==> config.mk <==
export PLATFORM = sky130hd
export DESIGN_NAME = fire_squeeze_layer
export DESIGN_NICKNAME = d
export VERILOG_FILES = /design/src/hdl/fire_squeeze_pkg.sv /design/src/hdl/weight_sequencer.sv /design/src/hdl/mac_lane.sv /design/src/hdl/output_stage.sv /design/src/hdl/fire_squeeze_layer.sv
export SDC_FILE = /design/constraint.sdc
export NUM_CORES = 2
export LEC_CHECK = 0
export ABC_AREA = 1
export BUFFER_PORTS_ARGS = -buffer_cell sky130_fd_sc_hd__buf_2
export CAP_MARGIN = 20
export CORE_UTILIZATION = 40
export DETAILED_ROUTE_END_ITERATION = 8
export GPL_ROUTABILITY_DRIVEN = 0
export PLACE_DENSITY = 0.67
export SYNTH_ARGS = -nofsm -noshare
export SYNTH_HDL_FRONTEND = slang
export SYNTH_SLANG_ARGS = --single-unit
==> constraint.sdc <==
create_clock -name clk -period 8.6 [get_ports clk]
set_input_delay 0.43 -clock clk [delete_from_list [all_inputs] [get_ports clk]]
set_output_delay 0.43 -clock clk [all_outputs]
set_load 0.005 [all_outputs]
==> src/hdl/fire_squeeze_pkg.sv <==
`default_nettype none

package fire_squeeze_pkg;

	//////////////////////////////////////////////////////////////////////
	// Sizes
	//////////////////////////////////////////////////////////////////////

	// Pixel, weight and output word width
	localparam int WIDTH = 16;
	// Accumulator and bias width
	localparam int ACC_W = 32;

	//////////////////////////////////////////////////////////////////////
	// Lane traffic
	//////////////////////////////////////////////////////////////////////

	// Common per-cycle feed, broadcast to every lane
	typedef struct packed {
		logic signed [WIDTH-1:0] pixel;
		logic                    valid;
		// Channel 0 of a position
		logic                    first;
		// Channel CHIN-1 of a position
		logic                    last;
	} lane_feed_t;

	// One lane's result for one output position
	typedef struct packed {
		logic signed [ACC_W-1:0] sum;
		logic                    done;
	} lane_sum_t;

	// Layer progress, tracked in the output stage
	typedef enum logic [1:0] {
		LAYER_IDLE,
		LAYER_RUN,
		LAYER_DONE
	} layer_state_t;

	//////////////////////////////////////////////////////////////////////
	// Constant weight and bias rules
	//////////////////////////////////////////////////////////////////////

	// Q2.14 weight, tap in -8..7 scaled by 512
	function automatic logic signed [WIDTH-1:0] rom_weight(input int lane, input int channel);
		int tap;
		tap = (lane * 5 + channel * 3) % 16 - 8;
		return WIDTH'(tap * 512);
	endfunction

	// Bias lined up with the Q4.28 accumulator
	function automatic logic signed [ACC_W-1:0] rom_bias(input int lane);
		int scaled;
		scaled = (lane - 3) * (1 << 20);
		return ACC_W'(scaled);
	endfunction

endpackage

`default_nettype wire

==> src/hdl/weight_sequencer.sv <==
`timescale 1ns/1ps
`default_nettype none

module weight_sequencer #(
	parameter int LANES = 8,
	parameter int CHIN  = 8
) (
	input  wire                                           clk,
	input  wire                                           arst_n,
	input  wire                                           layer_en,
	input  wire [fire_squeeze_pkg::WIDTH-1:0]             ifm,
	output fire_squeeze_pkg::lane_feed_t                  feed,
	output logic [LANES-1:0][fire_squeeze_pkg::WIDTH-1:0] kernels
);

	//////////////////////////////////////////////////////////////////////
	// Weight ROM
	//////////////////////////////////////////////////////////////////////

	// Counter width, at least one bit
	localparam int CW = (CHIN > 1) ? $clog2(CHIN) : 1;

	// One ROM row holds the weights of all lanes for one channel
	typedef logic [LANES-1:0][fire_squeeze_pkg::WIDTH-1:0] kernel_row_t;
	typedef kernel_row_t [CHIN-1:0] kernel_rom_t;

	// Fill the table from the package rule at elaboration
	function automatic kernel_rom_t build_rom();
		kernel_rom_t rom;
		for (int c = 0; c < CHIN; c++) begin
			for (int l = 0; l < LANES; l++) begin
				rom[c][l] = fire_squeeze_pkg::rom_weight(l, c);
			end
		end
		return rom;
	endfunction

	localparam kernel_rom_t ROM = build_rom();

	//////////////////////////////////////////////////////////////////////
	// Channel counter
	//////////////////////////////////////////////////////////////////////

	logic [CW-1:0] ch_cnt;
	logic          ch_first;
	logic          ch_last;

	assign ch_first = (ch_cnt == '0);
	assign ch_last  = (ch_cnt == CW'(CHIN - 1));

	// Advances only on enabled cycles, wraps after the last channel
	always_ff @(posedge clk or negedge arst_n) begin
		if (!arst_n) begin
			ch_cnt <= '0;
		end else if (layer_en) begin
			if (ch_last)
				ch_cnt <= '0;
			else
				ch_cnt <= ch_cnt + 1'b1;
		end
	end

	//////////////////////////////////////////////////////////////////////
	// Lane feed register
	//////////////////////////////////////////////////////////////////////

	logic                                 valid_q;
	logic                                 first_q;
	logic                                 last_q;
	logic [fire_squeeze_pkg::WIDTH-1:0]   pixel_q;

	// Control marks
	always_ff @(posedge clk or negedge arst_n) begin
		if (!arst_n) begin
			valid_q <= 1'b0;
			first_q <= 1'b0;
			last_q  <= 1'b0;
		end else begin
			valid_q <= layer_en;
			first_q <= layer_en && ch_first;
			last_q  <= layer_en && ch_last;
		end
	end

	// Pixel and weights captured together, same cycle as the marks
	always_ff @(posedge clk) begin
		if (layer_en) begin
			pixel_q <= ifm;
			kernels <= ROM[ch_cnt];
		end
	end

	// Pack for the lanes
	assign feed = '{
		pixel: pixel_q,
		valid: valid_q,
		first: first_q,
		last:  last_q
	};

	// Counter stays inside the ROM
	a_ch_cnt_range : assert property (
		@(posedge clk) disable iff (!arst_n)
		ch_cnt <= CW'(CHIN - 1)
	) else $error("channel counter out of range: %0d", ch_cnt);

endmodule

`default_nettype wire

==> src/hdl/mac_lane.sv <==
`timescale 1ns/1ps
`default_nettype none

module mac_lane #(
	parameter int CHIN = 8
) (
	input  wire                                       clk,
	input  wire                                       arst_n,
	input  wire fire_squeeze_pkg::lane_feed_t         feed,
	input  wire logic signed [fire_squeeze_pkg::WIDTH-1:0] weight,
	output fire_squeeze_pkg::lane_sum_t               sum
);

	logic signed [fire_squeeze_pkg::ACC_W-1:0] product;
	logic signed [fire_squeeze_pkg::ACC_W-1:0] total;
	logic signed [fire_squeeze_pkg::ACC_W-1:0] acc;
	logic signed [fire_squeeze_pkg::ACC_W-1:0] sum_q;
	logic                                      done_q;

	//////////////////////////////////////////////////////////////////////
	// Multiply and accumulate
	//////////////////////////////////////////////////////////////////////

	// Full-width signed product
	assign product = $signed(feed.pixel) * weight;

	// First channel restarts the running total
	assign total = feed.first ? product : acc + product;

	always_ff @(posedge clk) begin
		if (feed.valid)
			acc <= total;
	end

	//////////////////////////////////////////////////////////////////////
	// Result hand-off
	//////////////////////////////////////////////////////////////////////

	// Held until the next position closes, so the next
	// accumulation overlaps this result
	always_ff @(posedge clk) begin
		if (feed.valid && feed.last)
			sum_q <= total;
	end

	// One-cycle done after the last channel
	always_ff @(posedge clk or negedge arst_n) begin
		if (!arst_n)
			done_q <= 1'b0;
		else
			done_q <= feed.valid && feed.last;
	end

	assign sum = '{sum: sum_q, done: done_q};

	// A position spans several channels unless CHIN is 1
	a_first_last : assert property (
		@(posedge clk) disable iff (!arst_n)
		feed.valid && feed.first && feed.last |-> CHIN == 1
	) else $error("first and last on the same feed with CHIN = %0d", CHIN);

endmodule

`default_nettype wire

==> src/hdl/output_stage.sv <==
`timescale 1ns/1ps
`default_nettype none

module output_stage #(
	parameter int LANES = 8,
	parameter int NPIX  = 2
) (
	input  wire                                              clk,
	input  wire                                              arst_n,
	input  wire fire_squeeze_pkg::lane_sum_t [LANES-1:0]     sums,
	input  wire                                              ram_feedback,
	output logic [LANES-1:0][fire_squeeze_pkg::WIDTH-1:0]    ofm,
	output logic                                             ofm_sample,
	output logic                                             layer_finish
);

	// Fraction bits dropped by requantization
	localparam int FRAC = 14;
	// Position counter width, at least one bit
	localparam int PW = (NPIX > 1) ? $clog2(NPIX) : 1;

	//////////////////////////////////////////////////////////////////////
	// Bias, ReLU, requantization
	//////////////////////////////////////////////////////////////////////

	logic [LANES-1:0][fire_squeeze_pkg::WIDTH-1:0] ofm_d;

	for (genvar i = 0; i < LANES; i++) begin : g_lane
		localparam logic signed [fire_squeeze_pkg::ACC_W-1:0] BIAS =
			fire_squeeze_pkg::rom_bias(i);
		logic signed [fire_squeeze_pkg::ACC_W-1:0] biased;

		assign biased = sums[i].sum + BIAS;
		// Negative clamps to zero, else keep the integer bit and fraction
		assign ofm_d[i] = biased[fire_squeeze_pkg::ACC_W-1] ? '0 :
			{1'b0, biased[FRAC+fire_squeeze_pkg::WIDTH-2:FRAC]};
	end

	// Output word, only loaded on a result
	always_ff @(posedge clk) begin
		if (sums[0].done)
			ofm <= ofm_d;
	end

	always_ff @(posedge clk or negedge arst_n) begin
		if (!arst_n)
			ofm_sample <= 1'b0;
		else
			ofm_sample <= sums[0].done;
	end

	//////////////////////////////////////////////////////////////////////
	// Layer progress
	//////////////////////////////////////////////////////////////////////

	fire_squeeze_pkg::layer_state_t state;
	logic [PW-1:0]                  pos_cnt;
	logic                           fb_seen;

	// Counts samples, so layer_finish follows the last one by a cycle
	always_ff @(posedge clk or negedge arst_n) begin
		if (!arst_n) begin
			state   <= fire_squeeze_pkg::LAYER_IDLE;
			pos_cnt <= '0;
		end else begin
			unique case (state)
				fire_squeeze_pkg::LAYER_IDLE,
				fire_squeeze_pkg::LAYER_RUN: begin
					if (ofm_sample) begin
						if (pos_cnt == PW'(NPIX - 1)) begin
							state <= fire_squeeze_pkg::LAYER_DONE;
						end else begin
							state   <= fire_squeeze_pkg::LAYER_RUN;
							pos_cnt <= pos_cnt + 1'b1;
						end
					end
				end
				// Stays here until reset
				default: state <= fire_squeeze_pkg::LAYER_DONE;
			endcase
		end
	end

	// Feedback latched, even an early one
	always_ff @(posedge clk or negedge arst_n) begin
		if (!arst_n)
			fb_seen <= 1'b0;
		else if (ram_feedback)
			fb_seen <= 1'b1;
	end

	assign layer_finish = (state == fire_squeeze_pkg::LAYER_DONE) && !fb_seen;

	// Lanes run in lock step
	for (genvar i = 1; i < LANES; i++) begin : g_done_chk
		a_done_equal : assert property (
			@(posedge clk) disable iff (!arst_n)
			sums[i].done == sums[0].done
		) else $error("lane %0d done differs from lane 0", i);
	end

	// More results than positions
	a_no_late_done : assert property (
		@(posedge clk) disable iff (!arst_n)
		sums[0].done |-> state != fire_squeeze_pkg::LAYER_DONE
	) else $error("result arrived after the layer finished");

endmodule

`default_nettype wire

==> src/hdl/fire_squeeze_layer.sv <==
`timescale 1ns/1ps
`default_nettype none

module fire_squeeze_layer #(
	parameter int LANES = 8,
	parameter int CHIN  = 8,
	parameter int NPIX  = 2
) (
	input  wire                                           clk,
	input  wire                                           arst_n,
	input  wire                                           layer_en,
	input  wire [fire_squeeze_pkg::WIDTH-1:0]             ifm,
	input  wire                                           ram_feedback,
	output wire [LANES-1:0][fire_squeeze_pkg::WIDTH-1:0]  ofm,
	output wire                                           ofm_sample,
	output wire                                           layer_finish
);

	//////////////////////////////////////////////////////////////////////
	// Internal nets
	//////////////////////////////////////////////////////////////////////

	// Broadcast feed and per-lane weights
	wire fire_squeeze_pkg::lane_feed_t                     feed;
	wire [LANES-1:0][fire_squeeze_pkg::WIDTH-1:0]          kernels;
	// One result per lane
	wire fire_squeeze_pkg::lane_sum_t [LANES-1:0]          sums;

	//////////////////////////////////////////////////////////////////////
	// Pipeline
	//////////////////////////////////////////////////////////////////////

	// Stage 1, pixel and weights aligned
	weight_sequencer #(
		.LANES (LANES),
		.CHIN  (CHIN)
	) weight_sequencer_inst (
		.clk      (clk),
		.arst_n   (arst_n),
		.layer_en (layer_en),
		.ifm      (ifm),
		.feed     (feed),
		.kernels  (kernels)
	);

	// Stage 2, one output channel per lane
	for (genvar i = 0; i < LANES; i++) begin : g_lane
		mac_lane #(
			.CHIN (CHIN)
		) mac_lane_inst (
			.clk    (clk),
			.arst_n (arst_n),
			.feed   (feed),
			.weight (kernels[i]),
			.sum    (sums[i])
		);
	end

	// Stage 3, bias, ReLU, layer end
	output_stage #(
		.LANES (LANES),
		.NPIX  (NPIX)
	) output_stage_inst (
		.clk          (clk),
		.arst_n       (arst_n),
		.sums         (sums),
		.ram_feedback (ram_feedback),
		.ofm          (ofm),
		.ofm_sample   (ofm_sample),
		.layer_finish (layer_finish)
	);

endmodule

`default_nettype wire

Word level (Yosys, flattened, before mapping). Memories as Yosys holds them, arrays and structs flattened. A register that Yosys moved wholly into a read port is not among the register bits. Index checks and enable logic that the tools add are counted.

Memory bits (writable): 0. Bits in registers: 668. Bits of input ports: 20. Latch bits: 0. Word-level logic and storage cells: 94. Output and inout bits: 130. Memories: 1. ROM bits: 1024.

Memories: (no name shown) (depth 8, bits a word 128, rd ports 1, clocked after memory_dff 1, wr ports 0, line weight_sequencer.sv:89) `kernels <= ROM[ch_cnt];`.

Divide/modulo/power cells: 0. Multipliers: 8. Shift operators: 0. Order comparisons: 0. Equal/unequal tests: 4. Reduce and logical (&&, ||, !) cells: 9. Add/sub/neg operators: 17. Bitwise operators: 0. Muxes and demuxes: 13.

Operators by type and width (count): $add 32x32->32 (8); $mul 16x16->32 (8); $mux 32 (8); $add 32x23->32 const B (3); $add 32x22->32 const B (2); $add 32x21->32 const B (1); $add 32x24->32 const B (1); $mux 2 (3); $logic_and 1x1->1 (4); $add 3x1->3 const B (1); $eq 3x3->1 const B (1); $logic_not 3->1 (1); $mux 3 (1); $eq 2x1->1 const B (1); $eq 2x2->1 const B (1); $logic_not 2->1 (1); $ne 2x1->1 const B (1); $reduce_and 2->1 (1); $reduce_or 2->1 (1); $add 1x1->1 const B (1); $logic_not 1->1 (1); $mux 1 (1).

Longest topological paths before layout.
Word-level depth: 3. Depth in mapped cells: 39. Gate-level depth less buffers: 37.

Cells and area by module. Synthesis repeated with hierarchy kept, for this count alone.

Cell total of the unflattened synthesis: 16879. Area, all modules: 130674.1 um^2.

Modules (own cells, without submodules): mac_lane at g_lane[2].mac_lane_inst ... (area an instance 15210.8 um^2, times used 4, cells an instance 2010, seq. area each 1946.9 um^2); mac_lane at g_lane[0].mac_lane_inst (area an instance 15454.8 um^2, times used 1, cells an instance 2050, seq. area each 1946.9 um^2); mac_lane at g_lane[1].mac_lane_inst (area an instance 15292.2 um^2, times used 1, cells an instance 2033, seq. area each 1946.9 um^2); mac_lane at g_lane[7].mac_lane_inst (area an instance 15153.3 um^2, times used 1, cells an instance 1984, seq. area each 1946.9 um^2); mac_lane at g_lane[6].mac_lane_inst (area an instance 15147.0 um^2, times used 1, cells an instance 1966, seq. area each 1946.9 um^2); output_stage (area an instance 6288.5 um^2, times used 1, cells an instance 591, seq. area each 3728.6 um^2); weight_sequencer (area an instance 2494.9 um^2, times used 1, cells an instance 215, seq. area each 1291.2 um^2).

Worst setup path after synthesis. OpenSTA, ideal clock, no wires.

Path kind: register to register. From: register weight_sequencer_inst.valid_q. To: register g_lane[0].mac_lane_inst.sum_q[14] in the netlist's numbering, enable pin. Library setup time: 0.495 ns. Stages on the path, launching flop included: 3. Required time: 8.105 ns. Arrival: 7.092 ns. Buffers on the path: 0. Setup slack: 1.013 ns. Period minus slack after synthesis: 7.587 ns. Cell sequence: dfrtp_1 nand2_1 inv_1.

Longest elaborated chain between the ends: 1.

RTL lines: start: declaration (line weight_sequencer.sv:67) `logic valid_q;`; start signal: assignment (line weight_sequencer.sv:79) `valid_q <= layer_en;`; $logic_and 1x1->1 (line mac_lane.sv:42) `if (feed.valid && feed.last)`; end signal: assignment (line mac_lane.sv:43) `sum_q <= total;`; end: declaration (line mac_lane.sv:17) `logic signed [fire_squeeze_pkg::ACC_W-1:0] sum_q;`.

No other way between the ends. A chain may end at the register's enable or synchronous reset.

Final worst setup path.
From: register weight_sequencer_inst.pixel_q[8] in the netlist's numbering. To: register g_lane[2].mac_lane_inst.sum_q[27] in the netlist's numbering (data pin).

Longest elaborated chain between the ends: 3.

RTL lines: start: declaration (line weight_sequencer.sv:70) `logic [fire_squeeze_pkg::WIDTH-1:0] pixel_q;`; start signal: assignment (line weight_sequencer.sv:88) `pixel_q <= ifm;`; $mul 16x16->32 (*) (line mac_lane.sv:25) `assign product = $signed(feed.pixel) * weight;`; $add 32x32->32 (line mac_lane.sv:28) `assign total = feed.first ? product : acc + product;`; $mux 32 (*) (line mac_lane.sv:28); net g_lane[2].mac_lane_inst.total (one bit) (line mac_lane.sv:15) `logic signed [fire_squeeze_pkg::ACC_W-1:0] total;`; end signal: assignment (line mac_lane.sv:43); end: declaration (line mac_lane.sv:17).

The timed path passes the listed nets; every way through them passes the cells marked *.

==> metrics.txt <==
Synth area leader edfxtp_1; Avg Cell Area, Syn between 8 and 9 um2; library cells used by synthesis 56; post-synth top area share approximately 22%; initial antenna violation count 6; die height 406 um; DR vias/cell slightly above 5; DP Area around 68000 um2; DPL Wire Length 145000 um; # setup viols final 0; vias around 53000; Fmax ~130 MHz; Fill cells 15900; post-route minimum period around 7700 ps; R2R depth 26; worst slew pin tran 1150 ps; final hold viol count 0; Seq/Total Area, Yosys ~23%; Area growth syn-to-layout 8.62%; PortBufs 141; Cell Area, Synth 65100 um2; Area contributors post-synth edfxtp_1, fa_1, ha_1; Final Skew 51.1 ps; Die ar. roughly 160000 um2; CTS Buf Count 60; TritonCTS clock tree done; Hold Path Class input pin to asynchronous set/reset pin; delay-heaviest family, CP adder cells; RSZ-0062 raised after global routing false; Startpoint Class flop; Max stage delay cell, worst path edfxtp_1; final std cells w/o fill ~10000; DRT Pass-1 Iters 6; GRT Total Usage between 20% and 30%; CTS Sinks just under 500; Post-Route WL between 150000 and 200000 um; #FFs+latches synth 496; CP peak stage delay 960 ps; Tcrit/Tclk final 89.8%; Post-CTS Setup Inserts 0; Worst-Skew Late Latency ~730 ps; I/O pin cnt 150; # rows approximately 150; status completed; Final #Nets between 9000 and 10000; first-pass GRT wire length 283000 um; initial core utilization between 40% and 50%; largest net degree at the start of global routing between 100 and 150; Detailed Route Iter0 Violations roughly 4000; Core Area ~160000 um2; Slew HR a little under a quarter; Final Max Tran Viols 0; chip width 406 um; fin area between 70000 and 80000 um2; Core Util, Final 43.9%; WL/cell about 17 um; Residual DRC 0; layout cells sized above 1 between 4 and 5%; CP Depth 26; Crit. End Element flop; CTS Buffer Depth 3; Routed Antenna Nets 0; Placed Instances about 10000; warnings from Yosys 0; CP Data Required Time about 9000 ps; # H-tree levels 2; Register-to-Register Setup Slack 880 ps; clock slew at reported path FFs roughly 60 ps; number of max-cap violations 0; vias in the first global route around 54000; Worst Setup Path Type flop to flop; Remaining Overflow, GRT 0; Post-Synthesis Cells 8102; CP max FO 17; Root Buffer clkbuf_16; Buf+Inv Stages, Crit Path 4; Post-Route Setup TNS 0 ps; Crit path arrival time a little over 8000 ps
layout make-up:
| type | count | area, um2 | share of cell area, % |
|---|---|---|---|
| multi-input cells | 5676 | 43000 | 60.7 |
| flip-flops and latches | 496 | 14800 | 21.0 |
| inverters | 1780 | 6690 | 9.45 |
| well taps | 2160 | 2700 | 3.82 |
| clock buffers | 64 | 1520 | 2.14 |
| repair buffers | 215 | 1360 | 1.92 |
| clock inverters | 48 | 653 | 0.923 |
| diodes | 3 | 7.51 | 0.0106 |
through the flow:
step / hold WS [ps] / setup WS [ps]
3_5_place_dp: 369 / 1040
4_1_cts: 126 / 990
5_1_grt: 195 / 611
6_report: 177 / 878
3_3_place_gp: 368 / 1120
2_1_floorplan: 134 / 1010
worst paths after layout:
| kind | endpoint | from |
|---|---|---|
| min | output_stage_inst.ofm_sample | arst_n |
| min in group clk | weight_sequencer_inst.valid_q | layer_en |
| max reg2reg | g_lane[2].mac_lane_inst.sum_q[27] | weight_sequencer_inst.pixel_q[8] |
| min reg2reg | output_stage_inst.pos_cnt | output_stage_inst.pos_cnt |
| max in group asynchronous | weight_sequencer_inst.first_q | arst_n |
| max | g_lane[2].mac_lane_inst.sum_q[27] | weight_sequencer_inst.pixel_q[8] |
kinds of logic after synthesis:
family	synth area share, %
simple gates	20.5
flops	22.8
other cells	0.00576
xor+xnor	2.54
buf+inv	11.3
compound gates	6.23
fa+ha+maj	36.6
placed cells by master (no fill, tap or decap), types with 5 or more instances in the layout:
cell	synthesis	final
a21o_1	17	17
a21oi_1	349	349
a31oi_1	7	7
and2_1	50	50
buf_2	5	141
buf_4	11	52
bufinv_16	0	13
clkbuf_16	0	60
clkinv_1	2	6
clkinv_2	0	12
conb_1	1	8
dfrtp_1	12	9
dlygate4sd3_1	0	18
edfxtp_1	484	484
fa_1	634	634
ha_1	892	892
inv_1	1778	1776
inv_6	0	7
nand2_1	1963	1963
nand3_1	352	352
nand3_2	7	7
nand3b_1	40	40
nand4_1	93	93
nor2_1	593	593
nor2_2	6	6
nor3_1	46	46
nor4_1	6	6
o21a_1	18	18
o21ai_0	247	247
o21ai_1	7	7
o21ai_2	12	12
o21bai_1	64	64
o31ai_1	5	5
or2_0	6	6
or2_2	42	42
xnor2_1	54	54
xor2_1	122	122
sequential cells by signal, indices dropped and copies added, names as in the netlist:
name,count
output_stage_inst.ofm,120
output_stage_inst.ofm_sample,1
output_stage_inst.pos_cnt,1
weight_sequencer_inst.first_q,1
g_lane.mac_lane_inst.done_q,1
weight_sequencer_inst.last_q,1
weight_sequencer_inst.pixel_q,16
output_stage_inst.state,2
weight_sequencer_inst.valid_q,1
g_lane.mac_lane_inst.acc,184
g_lane.mac_lane_inst.sum_q,142
weight_sequencer_inst.ch_cnt,3
weight_sequencer_inst.kernels,22
output_stage_inst.fb_seen,1
synth_stat cells (all sizes together):
library cell,count
o21bai,64
buf,41
nand2,1964
and2,50
clkbuf,116
a21o,17
nor4,8
nand3b,40
dfrtp,12
xnor2,57
a21boi,6
fa,634
and3,1
ha,892
o31ai,5
clkinv,2
nand3,359
nor3,48
and3b,1
nand4,94
nand2b,1
nor2,599
a31o,1
a211oi,2
a31oi,7
a21oi,350
o21a,18
o21ai,266
conb,1
nor3b,6
xor2,126
o211ai,1
edfxtp,484
inv,1778
or2,49
o221ai,2
per-layer routing:
metal / routed length (um) / track usage, %
met5: 94 / 0
met4: 8570 / 9.59
met3: 14400 / 4.49
met2: 82300 / 36.6
met1: 73700 / 27.3
worst register-to-register path, stage by stage (launching register included):
cell and delay (ps):
edfxtp_1 960, nand2_1 220, inv_1 190, fa_1 470, fa_1 530, fa_1 560, inv_1 60, fa_1 520
inv_1 40, ha_1 320, ha_1 330, ha_1 390, a21oi_1 280, a21boi_0 360, o211ai_2 200, nand2_1 120
nand3b_1 90, and2_1 210, ha_1 320, nand2_1 60, inv_1 100, nand2_1 90, nor3_1 240, nand4_1 120
nand3_1 160, nor2_1 60, o21ai_0 460
timing repair:
item / CTS / global route
hold buffers: 18 / 0
resized for setup: 0 / 0
hold endpoints to repair: 29 / 0
endpoints found under the setup margin: 0 / 0
Power is left out: the tool's default activity adds up to more than one toggle a clock period on the data nets, which glitch-free logic cannot reach.
